**config.mk**
```make
export PLATFORM = sky130hd
export DESIGN_NAME = rx_stats_top
export DESIGN_NICKNAME = d
export VERILOG_FILES = /design/src/common/stats_pkg.sv /design/src/common/stream_pkg.sv /design/src/rtl/rx_stats_top.sv /design/src/rtl/status_regs.sv /design/src/rx_path/rx_mac_filter.sv /design/src/rx_path/rx_stamp.sv /design/src/rx_path/rx_window_stats.sv
export SDC_FILE = /design/constraint.sdc
export NUM_CORES = 2
export LEC_CHECK = 0
export BUFFER_PORTS_ARGS = -buffer_cell sky130_fd_sc_hd__buf_4
export CAP_MARGIN = 5
export CORE_AREA = 2 2 429 431
export CTS_CLUSTER_SIZE = 14
export DETAILED_ROUTE_END_ITERATION = 10
export DIE_AREA = 0 0 431 433
export PLACE_DENSITY = 0.5
export RECOVER_POWER = 25
export SKIP_LAST_GASP = 1
export SLEW_MARGIN = 20
export SYNTH_ARGS = -nofsm -noshare
export SYNTH_HDL_FRONTEND = slang
export SYNTH_SLANG_ARGS = --single-unit
```
**constraint.sdc**
```tcl
create_clock -name clk_rx -period 2.8 [get_ports clk_rx]
set_input_delay 0.56 -clock clk_rx [delete_from_list [all_inputs] [get_ports clk_rx]]
set_output_delay 0.56 -clock clk_rx [all_outputs]
set_load 0.005 [all_outputs]
```
**src/common/stats_pkg.sv**
```systemverilog
package stats_pkg;

    ////////////////////////////////////////
    // register bus and counter widths
    ////////////////////////////////////////

    localparam int CNT_BITS      = 32;
    localparam int REG_ADDR_BITS = 8;

    // base register bank
    localparam logic [REG_ADDR_BITS-1:0] REG_SCRATCH  = 8'd0;
    localparam logic [REG_ADDR_BITS-1:0] REG_CTRL     = 8'd1;
    localparam logic [REG_ADDR_BITS-1:0] REG_DONE     = 8'd2;
    localparam logic [REG_ADDR_BITS-1:0] REG_CYCLES   = 8'd4;
    localparam logic [REG_ADDR_BITS-1:0] REG_FLITS    = 8'd5;
    localparam logic [REG_ADDR_BITS-1:0] REG_PKTS     = 8'd6;
    localparam logic [REG_ADDR_BITS-1:0] REG_MAX_PKT  = 8'd9;
    localparam logic [REG_ADDR_BITS-1:0] REG_WARMUP   = 8'd10;
    localparam logic [REG_ADDR_BITS-1:0] REG_FILT_CNT = 8'd11;
    localparam logic [REG_ADDR_BITS-1:0] REG_OUT_CNT  = 8'd12;
    localparam logic [REG_ADDR_BITS-1:0] REG_IN_CNT   = 8'd13;

    // readback for holes in the map
    localparam logic [CNT_BITS-1:0] UNMAPPED_VALUE = 32'h123;

    // bus request, strobes plus address and data
    typedef struct packed {
        logic                     read;
        logic                     write;
        logic [REG_ADDR_BITS-1:0] addr;
        logic [CNT_BITS-1:0]      writedata;
    } status_req_t;

    // bus response, valid is a one-cycle pulse
    typedef struct packed {
        logic [CNT_BITS-1:0] readdata;
        logic                readdata_valid;
    } status_rsp_t;

    // measurement window bounds
    typedef struct packed {
        logic [CNT_BITS-1:0] warmup;
        logic [CNT_BITS-1:0] max_pkt;
    } rx_cfg_t;

    // counters handed back for readback
    typedef struct packed {
        logic [CNT_BITS-1:0] done;
        logic [CNT_BITS-1:0] cycles;
        logic [CNT_BITS-1:0] flits;
        logic [CNT_BITS-1:0] pkts;
        logic [CNT_BITS-1:0] filt_cnt;
        logic [CNT_BITS-1:0] out_cnt;
        logic [CNT_BITS-1:0] in_cnt;
    } rx_counts_t;

endpackage

```
**src/common/stream_pkg.sv**
```systemverilog
package stream_pkg;

    ////////////////////////////////////////
    // stream geometry
    ////////////////////////////////////////

    // one beat of the packet stream
    localparam int BEAT_BITS  = 512;
    localparam int EMPTY_BITS = 6;

    // first-beat header fields, top down
    localparam int ID_BITS    = 32;
    localparam int STAMP_BITS = 32;
    localparam int MAC_BITS   = 48;
    localparam int PAYLD_BITS = BEAT_BITS - ID_BITS - STAMP_BITS - MAC_BITS;

    // valid/sop/eop are plain strobes, no ready
    typedef struct packed {
        logic                  valid;
        logic                  sop;
        logic                  eop;
        logic [EMPTY_BITS-1:0] empty;
        logic [BEAT_BITS-1:0]  data;
    } rx_beat_t;

    // first beat as seen by filter and stamper
    typedef struct packed {
        logic [ID_BITS-1:0]    pkt_id;
        logic [STAMP_BITS-1:0] stamp;
        logic [MAC_BITS-1:0]   src_mac;
        logic [PAYLD_BITS-1:0] payload;
    } rx_hdr_t;

    // raw bits or decoded header
    typedef union packed {
        logic [BEAT_BITS-1:0] raw;
        rx_hdr_t              hdr;
    } rx_word_u;

endpackage

```
**src/rtl/rx_stats_top.sv**
```systemverilog
module rx_stats_top
    import stream_pkg::*;
    import stats_pkg::*;
#(
    parameter logic [MAC_BITS-1:0] FILTER_MAC = 48'hb8599f0b3bd8
) (
    input  logic        clk_rx,
    input  logic        arst,
    input  rx_beat_t    i_rx,
    input  status_req_t i_status,
    output rx_beat_t    o_rx,
    output status_rsp_t o_status
);

    logic                clear;
    rx_cfg_t             cfg;
    rx_counts_t          counts;
    logic [CNT_BITS-1:0] filt_cnt;
    rx_beat_t            s1_beat;

    ////////////////////////////////////////
    // receive path, three stages
    ////////////////////////////////////////

    // stage 1, source mac drop
    rx_mac_filter #(
        .FILTER_MAC (FILTER_MAC)
    ) filter_i (
        .clk_rx  (clk_rx),
        .arst    (arst),
        .i_clear (clear),
        .i_beat  (i_rx),
        .o_beat  (s1_beat)
    );

    // stages 2 and 3, id and time stamp
    rx_stamp stamp_i (
        .clk_rx     (clk_rx),
        .arst       (arst),
        .i_clear    (clear),
        .i_beat     (s1_beat),
        .i_filt_cnt (filt_cnt),
        .o_beat     (o_rx)
    );

    // counters watch input, stage 1 and output
    rx_window_stats stats_i (
        .clk_rx      (clk_rx),
        .arst        (arst),
        .i_clear     (clear),
        .i_in_beat   (i_rx),
        .i_filt_beat (s1_beat),
        .i_out_beat  (o_rx),
        .i_cfg       (cfg),
        .o_counts    (counts),
        .o_filt_cnt  (filt_cnt)
    );

    // register bus
    status_regs regs_i (
        .clk_rx   (clk_rx),
        .arst     (arst),
        .i_status (i_status),
        .i_counts (counts),
        .o_status (o_status),
        .o_clear  (clear),
        .o_cfg    (cfg)
    );

endmodule

```
**src/rtl/status_regs.sv**
```systemverilog
module status_regs
    import stats_pkg::*;
(
    input  logic        clk_rx,
    input  logic        arst,
    input  status_req_t i_status,
    input  rx_counts_t  i_counts,
    output status_rsp_t o_status,
    output logic        o_clear,
    output rx_cfg_t     o_cfg
);

    status_req_t         req_q;
    status_req_t         req_d;
    logic [CNT_BITS-1:0] scratch_q;
    logic [CNT_BITS-1:0] ctrl_q;
    logic [CNT_BITS-1:0] warmup_q;
    logic [CNT_BITS-1:0] max_pkt_q;
    logic [CNT_BITS-1:0] rd_word;
    logic [CNT_BITS-1:0] readdata_q;
    logic                rd_valid_q;

    ////////////////////////////////////////
    // request pipe, two deep
    ////////////////////////////////////////
    always_ff @(posedge clk_rx) begin
        if (arst) begin
            req_q.read  <= 1'b0;
            req_q.write <= 1'b0;
            req_d.read  <= 1'b0;
            req_d.write <= 1'b0;
        end else begin
            req_q.read  <= i_status.read;
            req_q.write <= i_status.write;
            req_d.read  <= req_q.read;
            req_d.write <= req_q.write;
        end
        // address and data ride along
        req_q.addr      <= i_status.addr;
        req_q.writedata <= i_status.writedata;
        req_d.addr      <= req_q.addr;
        req_d.writedata <= req_q.writedata;
    end

    // read mux over base bank
    always_comb begin
        case (req_d.addr)
            REG_SCRATCH:  rd_word = scratch_q;
            REG_CTRL:     rd_word = ctrl_q;
            REG_DONE:     rd_word = i_counts.done;
            REG_CYCLES:   rd_word = i_counts.cycles;
            REG_FLITS:    rd_word = i_counts.flits;
            REG_PKTS:     rd_word = i_counts.pkts;
            REG_MAX_PKT:  rd_word = max_pkt_q;
            REG_WARMUP:   rd_word = warmup_q;
            REG_FILT_CNT: rd_word = i_counts.filt_cnt;
            REG_OUT_CNT:  rd_word = i_counts.out_cnt;
            REG_IN_CNT:   rd_word = i_counts.in_cnt;
            default:      rd_word = UNMAPPED_VALUE;
        endcase
    end

    ////////////////////////////////////////
    // writes and clear
    ////////////////////////////////////////
    always_ff @(posedge clk_rx) begin
        if (arst) begin
            rd_valid_q <= 1'b0;
            scratch_q  <= '0;
            ctrl_q     <= '0;
            warmup_q   <= '0;
            max_pkt_q  <= '0;
        end else begin
            rd_valid_q <= req_d.read;
            if (req_d.write) begin
                case (req_d.addr)
                    REG_SCRATCH: scratch_q <= req_d.writedata;
                    REG_CTRL:    ctrl_q    <= req_d.writedata;
                    REG_MAX_PKT: max_pkt_q <= req_d.writedata;
                    REG_WARMUP:  warmup_q  <= req_d.writedata;
                    default:     ;
                endcase
            end
            // clear wins over a same-cycle write, ctrl stays writable
            if (o_clear) begin
                scratch_q <= '0;
                warmup_q  <= '0;
                max_pkt_q <= '0;
            end
        end
    end

    // last read value is held
    always_ff @(posedge clk_rx) begin
        if (req_d.read) begin
            readdata_q <= rd_word;
        end
    end

    assign o_clear  = ctrl_q[0];
    assign o_cfg    = '{warmup: warmup_q, max_pkt: max_pkt_q};
    assign o_status = '{readdata: readdata_q, readdata_valid: rd_valid_q};

    // response pulse only ever answers a read strobe three edges back
    a_rsp_after_read: assert property (@(posedge clk_rx) disable iff (arst)
        o_status.readdata_valid |-> $past(i_status.read, 3));

endmodule

```
**src/rx_path/rx_mac_filter.sv**
```systemverilog
module rx_mac_filter
    import stream_pkg::*;
#(
    parameter logic [MAC_BITS-1:0] FILTER_MAC = 48'hb8599f0b3bd8
) (
    input  logic     clk_rx,
    input  logic     arst,
    input  logic     i_clear,
    input  rx_beat_t i_beat,
    output rx_beat_t o_beat
);

    rx_word_u              in_word;
    logic                  mac_hit;
    logic                  drop_q;
    logic                  valid_q;
    logic                  sop_q;
    logic                  eop_q;
    logic [EMPTY_BITS-1:0] empty_q;
    logic [BEAT_BITS-1:0]  data_q;

    // header view of the incoming beat
    assign in_word.raw = i_beat.data;
    assign mac_hit     = i_beat.valid && i_beat.sop && (in_word.hdr.src_mac == FILTER_MAC);

    ////////////////////////////////////////
    // stage 1 control
    ////////////////////////////////////////
    always_ff @(posedge clk_rx) begin
        if (arst || i_clear) begin
            valid_q <= 1'b0;
            sop_q   <= 1'b0;
            eop_q   <= 1'b0;
            drop_q  <= 1'b0;
        end else begin
            sop_q <= i_beat.sop;
            eop_q <= i_beat.eop;
            if (i_beat.valid) begin
                if (i_beat.sop) begin
                    // matching sop hides the beat
                    valid_q <= !mac_hit;
                    // single-beat drop needs no state
                    drop_q  <= mac_hit && !i_beat.eop;
                end else begin
                    valid_q <= !drop_q;
                    // drop ends with the packet
                    if (i_beat.eop) begin
                        drop_q <= 1'b0;
                    end
                end
            end else begin
                valid_q <= 1'b0;
            end
        end
    end

    // payload just follows
    always_ff @(posedge clk_rx) begin
        empty_q <= i_beat.empty;
        data_q  <= i_beat.data;
    end

    assign o_beat = '{valid: valid_q, sop: sop_q, eop: eop_q, empty: empty_q, data: data_q};

    // whole filtered packet, sop through eop, leaves with valid low
    a_drop_whole_pkt: assert property (@(posedge clk_rx) disable iff (arst || i_clear)
        (mac_hit || (drop_q && i_beat.valid)) |=> !o_beat.valid);

endmodule

```
**src/rx_path/rx_stamp.sv**
```systemverilog
module rx_stamp
    import stream_pkg::*;
    import stats_pkg::*;
(
    input  logic                clk_rx,
    input  logic                arst,
    input  logic                i_clear,
    input  rx_beat_t            i_beat,
    input  logic [CNT_BITS-1:0] i_filt_cnt,
    output rx_beat_t            o_beat
);

    logic [STAMP_BITS-1:0] ts_q;
    rx_word_u              s1_word;
    rx_word_u              s2_word;
    logic                  s2_valid;
    logic                  s2_sop;
    logic                  s2_eop;
    logic [EMPTY_BITS-1:0] s2_empty;
    logic                  s3_valid;
    logic                  s3_sop;
    logic                  s3_eop;
    logic [EMPTY_BITS-1:0] s3_empty;
    logic [BEAT_BITS-1:0]  s3_data;
    logic                  out_open_q;

    // free-running time base, only arst restarts it
    always_ff @(posedge clk_rx) begin
        if (arst) begin
            ts_q <= '0;
        end else begin
            ts_q <= ts_q + 1'b1;
        end
    end

    // overwrite id and stamp on first beat
    always_comb begin
        s1_word.raw = i_beat.data;
        if (i_beat.valid && i_beat.sop) begin
            s1_word.hdr.pkt_id = i_filt_cnt;
            s1_word.hdr.stamp  = ts_q;
        end
    end

    ////////////////////////////////////////
    // stages 2 and 3
    ////////////////////////////////////////
    always_ff @(posedge clk_rx) begin
        if (arst || i_clear) begin
            s2_valid <= 1'b0;
            s2_sop   <= 1'b0;
            s2_eop   <= 1'b0;
            s3_valid <= 1'b0;
            s3_sop   <= 1'b0;
            s3_eop   <= 1'b0;
        end else begin
            s2_valid <= i_beat.valid;
            s2_sop   <= i_beat.sop;
            s2_eop   <= i_beat.eop;
            s3_valid <= s2_valid;
            s3_sop   <= s2_sop;
            s3_eop   <= s2_eop;
        end
    end

    always_ff @(posedge clk_rx) begin
        s2_word  <= s1_word;
        s2_empty <= i_beat.empty;
        s3_data  <= s2_word.raw;
        s3_empty <= s2_empty;
    end

    assign o_beat = '{valid: s3_valid, sop: s3_sop, eop: s3_eop, empty: s3_empty,
                      data: s3_data};

    // output packet open between valid sop and valid eop
    always_ff @(posedge clk_rx) begin
        if (arst || i_clear) begin
            out_open_q <= 1'b0;
        end else if (s3_valid && s3_sop && !s3_eop) begin
            out_open_q <= 1'b1;
        end else if (s3_valid && s3_eop) begin
            out_open_q <= 1'b0;
        end
    end

    a_eop_valid: assert property (@(posedge clk_rx) disable iff (arst || i_clear)
        (out_open_q && s3_eop) |-> s3_valid);

endmodule

```
**src/rx_path/rx_window_stats.sv**
```systemverilog
module rx_window_stats
    import stream_pkg::*;
    import stats_pkg::*;
(
    input  logic                clk_rx,
    input  logic                arst,
    input  logic                i_clear,
    input  rx_beat_t            i_in_beat,
    input  rx_beat_t            i_filt_beat,
    input  rx_beat_t            i_out_beat,
    input  rx_cfg_t             i_cfg,
    output rx_counts_t          o_counts,
    output logic [CNT_BITS-1:0] o_filt_cnt
);

    logic [CNT_BITS-1:0] filt_cnt_q;
    logic [CNT_BITS-1:0] flits_q;
    logic [CNT_BITS-1:0] pkts_q;
    logic [CNT_BITS-1:0] cycles_q;
    logic [CNT_BITS-1:0] in_cnt_q;
    logic [CNT_BITS-1:0] out_cnt_q;
    logic                busy_q;
    logic                done_q;
    logic                in_window;
    logic                filt_end;

    // forwarded packet ends at stage 1
    assign filt_end  = i_filt_beat.valid && i_filt_beat.eop;
    // past warm-up, not beyond max
    assign in_window = (filt_cnt_q > i_cfg.warmup) && (filt_cnt_q <= i_cfg.max_pkt);

    ////////////////////////////////////////
    // windowed counters
    ////////////////////////////////////////
    always_ff @(posedge clk_rx) begin
        if (arst || i_clear) begin
            filt_cnt_q <= '0;
            flits_q    <= '0;
            pkts_q     <= '0;
            cycles_q   <= '0;
            busy_q     <= 1'b0;
            done_q     <= 1'b0;
        end else begin
            if (in_window) begin
                busy_q <= 1'b1;
                if (i_filt_beat.valid) begin
                    flits_q <= flits_q + 1'b1;
                end
                if (filt_end) begin
                    pkts_q <= pkts_q + 1'b1;
                end
            end else begin
                busy_q <= 1'b0;
            end
            // sticky until clear
            if ((filt_cnt_q == i_cfg.max_pkt) && (i_cfg.max_pkt != '0)) begin
                done_q <= 1'b1;
            end
            // busy is one cycle behind the window
            if (busy_q) begin
                cycles_q <= cycles_q + 1'b1;
            end
            if (filt_end) begin
                filt_cnt_q <= filt_cnt_q + 1'b1;
            end
        end
    end

    // free-running port counts, clear does not touch them
    always_ff @(posedge clk_rx) begin
        if (arst) begin
            in_cnt_q  <= '0;
            out_cnt_q <= '0;
        end else begin
            if (i_in_beat.valid && i_in_beat.eop) begin
                in_cnt_q <= in_cnt_q + 1'b1;
            end
            if (i_out_beat.valid && i_out_beat.eop) begin
                out_cnt_q <= out_cnt_q + 1'b1;
            end
        end
    end

    assign o_filt_cnt = filt_cnt_q;
    assign o_counts   = '{done: CNT_BITS'(done_q), cycles: cycles_q, flits: flits_q,
                          pkts: pkts_q, filt_cnt: filt_cnt_q, out_cnt: out_cnt_q,
                          in_cnt: in_cnt_q};

    // only clear or reset brings flits down
    a_flits_mono: assert property (@(posedge clk_rx) disable iff (arst || i_clear)
        (!$past(i_clear) && !$past(arst)) |-> (flits_q >= $past(flits_q)));

endmodule

```
Word level (Yosys, flattened, before mapping)
Cells that the tools add are included.

Add/subtract/negate cells: 7. $lt $le $gt $ge: 2. Equality and inequality tests: 12. Multiplexer cells: 6. Bitwise gates (word level): 1. Reduce and logical (&&, ||, !) cells: 25.

Operator list (number): $pmux 32 s11 (1); $add 32x1->32 const B (7); $mux 64 (1); $eq 48x48->1 const B (1); $eq 8x4->1 const B (5); $eq 32x32->1 (1); $gt 32x32->1 (1); $le 32x32->1 (1); $reduce_bool 32->1 (1); $eq 8x3->1 const B (3); $reduce_and 2->1 (7); $logic_and 1x1->1 (9); $eq 8x1->1 const B (1); $eq 8x2->1 const B (1); $logic_not 8->1 (1); $mux 1 (4); $reduce_or 2->1 (2); $logic_not 1->1 (3); $reduce_bool 2->1 (1); $logic_or 1x1->1 (1); $not 1->1 (1).

Register bits: 2035. Input port bits: 565. Output and inout port bits: 554.

Logic depth before layout (Yosys ltp)
Depth in word-level cells: 4. Gate-level depth with buffers: 12. Depth with buffers taken out: 9.

Hierarchy
From an unflattened synthesis, not the netlist that was laid out.

Cell total of the unflattened synthesis: 4431. Area, all modules: 55654.6 µm².

Modules (own cells, without submodules): rx_stamp (instances 1, cells each 1295, area an instance 23134.7 µm², sequential area each 21500.6 µm²); status_regs (instances 1, cells each 1238, area an instance 10905.5 µm², sequential area each 5225.0 µm²); rx_window_stats (instances 1, cells each 1343, area an instance 10887.9 µm², sequential area each 3883.7 µm²); rx_mac_filter (instances 1, cells each 555, area an instance 10726.5 µm², sequential area each 10450.0 µm²).

Worst setup path before layout
Ideal clock, no wire load.

Kind: reg-to-reg. Start point: register regs_i.max_pkt_q[5]. End point: register stats_i.pkts_q[23]. Data arrival time: 2.398 ns. Required time: 2.665 ns. Path slack: 0.266 ns. Stages on the path, launching flop included: 13. Buffers on the path: 3. Clock period less this slack: 2.534 ns. Cell sequence: dfxtp_1 > inv_1 > ha_1 > a21oi_2 > o21ai_1 > a221o_1 > o31ai_1 > a21bo_1 > buf_6 > buf_6 > buf_2 > o311ai_0 > o41ai_1.

Longest elaborated chain between the ends: 3.

Ends and longest elaborated chain: start: declaration (RTL line status_regs.sv:18) `logic [CNT_BITS-1:0] max_pkt_q;`; start signal: assignment (RTL line status_regs.sv:79) `REG_MAX_PKT: max_pkt_q <= req_d.writedata;`; $le 32x32->1 (RTL line rx_window_stats.sv:30) `assign in_window = (filt_cnt_q > i_cfg.warmup) && (filt_cnt_q <= i_cfg.max_pkt);`; $logic_and 1x1->1 (RTL line rx_window_stats.sv:30); $reduce_and 2->1 (no source line); end signal: assignment (RTL line rx_window_stats.sv:50) `pkts_q <= pkts_q + 1'b1;`; end: declaration (RTL line rx_window_stats.sv:18) `logic [CNT_BITS-1:0] pkts_q;`.

No other way between the ends. A chain may end at the register's enable or synchronous reset.

Worst setup path after layout
Start point: register regs_i.warmup_q[9]. End point: register stats_i.pkts_q[6].

Longest elaborated chain between the ends: 3.

Ends and longest elaborated chain: start: declaration (RTL line status_regs.sv:17) `logic [CNT_BITS-1:0] warmup_q;`; start signal: assignment (RTL line status_regs.sv:80) `REG_WARMUP: warmup_q <= req_d.writedata;`; $gt 32x32->1 (RTL line rx_window_stats.sv:30); $logic_and 1x1->1 (RTL line rx_window_stats.sv:30); $reduce_and 2->1 (no source line).

No other way between the ends.

==> out/summary.txt <==
violated checks - setup timing
syn_nets - 4,734
count leader, synth - dfxtp_1
Final Hold Viols - 0
FFs w/ async S/R, synth - 0
RSZ-0062 raised after global routing - true
Met3 Wirelength - 9840 µm
die area - 0.1866 mm²
share of cells above drive strength 1 - 0.3127
post-synthesis register bit count - 2,035
total number of vias - 37,390
routed wire length per instance - 19.62 µm
Horiz. Die Dim - 431 µm
M1 WL - 68,470 µm
post-synth top area share - 0.7533
Antenna Nets Post-Route - 0
starting density of the core - 0.2923
gr ovfl total - 0
Overall Global Routing Usage - 0.1722
pre-CTS WS - -0.1405 ns
Clk pin slew, worst setup/hold paths - 0.06 ns
register area share after synthesis - 0.7714
Avg Inst Size Synth - 12.99 µm²
top cell type by total area after synthesis - dfxtp_1
Layout Nets - 6,733
synthesis-to-finish area growth - 51.03%
num ports - 1,119
measured slew at the worst slew-check pin - 1.058 ns
Clock Latency Late Sink - 0.84 ns
critical path launch point type - flop
power per cell area - 773.5 mW/mm²
met2 wire len - 86,240 µm
HP Class - in -> reg
CTS tree - yes
status - finished, violations left
Final period util - 1.051
initial antenna violation count - 19
routed wire length - 169,900 µm
commonest cells in the netlist - dfxtp_1 (2,003), nand2_1 (401), a21oi_1 (234), nor2_1 (183), clkbuf_1 (125)
first-pass GRT wire length - 239,800 µm
fin. max-slew vios - 0
number of enable flip-flop cells after synthesis - 32
Hold WS - 0.2022 ns
vias in the first global route - 37,010
ys flop type - dfxtp_1
DP HPWL - 122,000 µm
leading post-synthesis cells by cell area - dfxtp_1 (75%), nand2_1 (2.8%), a21oi_1 (2.2%)
Max transition margin - 0.2949
VDD IR max - 0.6045 mV
clock root cell - clkbuf_16
row cnt - 157
vias per cell - 4.319
uppermost routed layer - met5
clk sinks - 2,035
Max clock buf depth - 3
Tmin final - 2.943 ns
Critical Path End Type - flop
H-tree depth - 4
1st-iter DRT viols - 2,134
post-synthesis instance total - 4,098
worst setup path class - reg -> reg
cts bufs inserted - 205
IO Port Bufs - 1,118
Max Cap Viol - 0
Post-route DRC - 0
final setup fails - 51
DR pass1 iterations - 6
CP arrival - 3.67 ns
largest net degree at the start of global routing - 94
core box area - 0.1821 mm²
Placer Congestion - 0.8753
CP Data Required Time - 3.53 ns
crit path max fanout - 10
YS warnings - 0
FMAX - 339.8 MHz
Layout Skew - 0.05219 ns
P_leak - 0.03347 µW
Die H - 433 µm
Syn Std Cell Area - 0.05323 mm²
Yosys cell types - 62
setup ws final - -0.1426 ns
worst paths after layout:
kind,startpoint,to,slack (ns),depth (start not counted)
min reg2reg,filter_i.data_q[56],stamp_i.s2_word[56],0.29,0
min,arst,stats_i.in_cnt_q[28],0.20,2
max,regs_i.warmup_q[9],stats_i.pkts_q[6],-0.14,11
max reg2reg,regs_i.warmup_q[9],stats_i.pkts_q[6],-0.14,11
worst max-delay path, cell delays in order, from the launching register on:
cell and delay, ns:
dfxtp_2 0.32, inv_1 0.04, ha_1 0.28, nand4_1 0.16, buf_4 0.18, a2111o_1 0.51
a31oi_4 0.28, nor2_4 0.08, buf_12 0.16, clkbuf_16 0.16, or4_1 0.50, a21oi_1 0.14
what timing repair did:
item,CTS,global route
gates cloned,1,20
hold buffers,563,0
pin swaps,2,57
setup buffers,5,19
resized for setup,16,161
endpoints found under the setup margin,61,65
endpoints found under the hold margin,563,0
final cells by class:
type                            count  area, µm²
Fill cell                       16740     101700
Sequential cell                  2035      41100
Timing Repair Buffer             1950      16620
Multi-Input combinational cell   1821      12020
Clock buffer                      292       6043
Tap cell                         2385       2984
Clock inverter                     86       1308
Inverter                           84      315.3
Antenna cell                        4      10.01
registers in the layout (all words and copies together) (netlist names), 6 cells and up:
| register | cells |
|---|---|
| filter_i.data_q | 512 |
| stamp_i.s2_word | 512 |
| stamp_i.s3_data | 512 |
| regs_i.req_d | 42 |
| regs_i.req_q | 42 |
| regs_i.ctrl_q | 32 |
| regs_i.max_pkt_q | 32 |
| regs_i.readdata_q | 32 |
| regs_i.scratch_q | 32 |
| regs_i.warmup_q | 32 |
| stamp_i.ts_q | 32 |
| stats_i.cycles_q | 32 |
| stats_i.flits_q | 32 |
| stats_i.in_cnt_q | 32 |
| stats_i.o_filt_cnt | 32 |
| stats_i.out_cnt_q | 32 |
| stats_i.pkts_q | 32 |
| filter_i.empty_q | 6 |
| stamp_i.s2_empty | 6 |
| stamp_i.s3_empty | 6 |
cells by family after synthesis:
family          count (synthesis)  share of synthesized area
flops                        2035                     0.7714
simple gates                 1037                    0.09532
compound gates                499                    0.05992
buf+inv                       244                    0.01852
xor+xnor                      132                    0.02172
mux                            80                    0.01648
fa+ha+maj                      71                    0.01669
report_power, final:
| part | switching, µW | internal, µW | total (µW) | leakage (µW) |
|---|---|---|---|---|
| clock | 11800 | 17000 | 28800 | 0.00360 |
| combinational | 932 | 1690 | 2620 | 0.0128 |
| sequential | 421 | 30300 | 30700 | 0.0171 |
per-stage QoR:
| step | total power (µW) | cells | setup TNS (ns) | cell area (µm²) | util |
|---|---|---|---|---|---|
| global placement | 33180 | 7669 | -4.743 | 65940 | 0.3621 |
| finish | 62190 | 8657 | -3.861 | 80390 | 0.4415 |
| floorplan | 31510 | 4098 | 0 | 53230 | - |
| global route | 64410 | 8656 | -7.640 | 80390 | 0.4415 |
| detailed placement | 33210 | 7669 | -4.515 | 65940 | 0.3621 |
| CTS | 62890 | 8616 | -2.471 | 79110 | 0.4345 |
cell usage in the layout, fill, tap and decap left out, drive strengths merged, types with 37 or more instances in the layout:
cell	n
a21oi	236
a221oi	40
a22oi	82
and3	38
buf	1374
clkbuf	304
clkinv	50
dfxtp	2003
dlygate4sd3	563
ha	71
inv	95
mux2	61
nand2	401
nand3	97
nand4	93
nor2	184
o31ai	47
or3	37
or4	50
xnor2	40
xor2	92
metal layers:
layer,up-vias,track usage
met5,-,0
met4,8,0.05861
met3,331,0.04089
met2,1159,0.3011
met1,17960,0.2061
li1,17930,-
(Power assumes the default switching activity.)
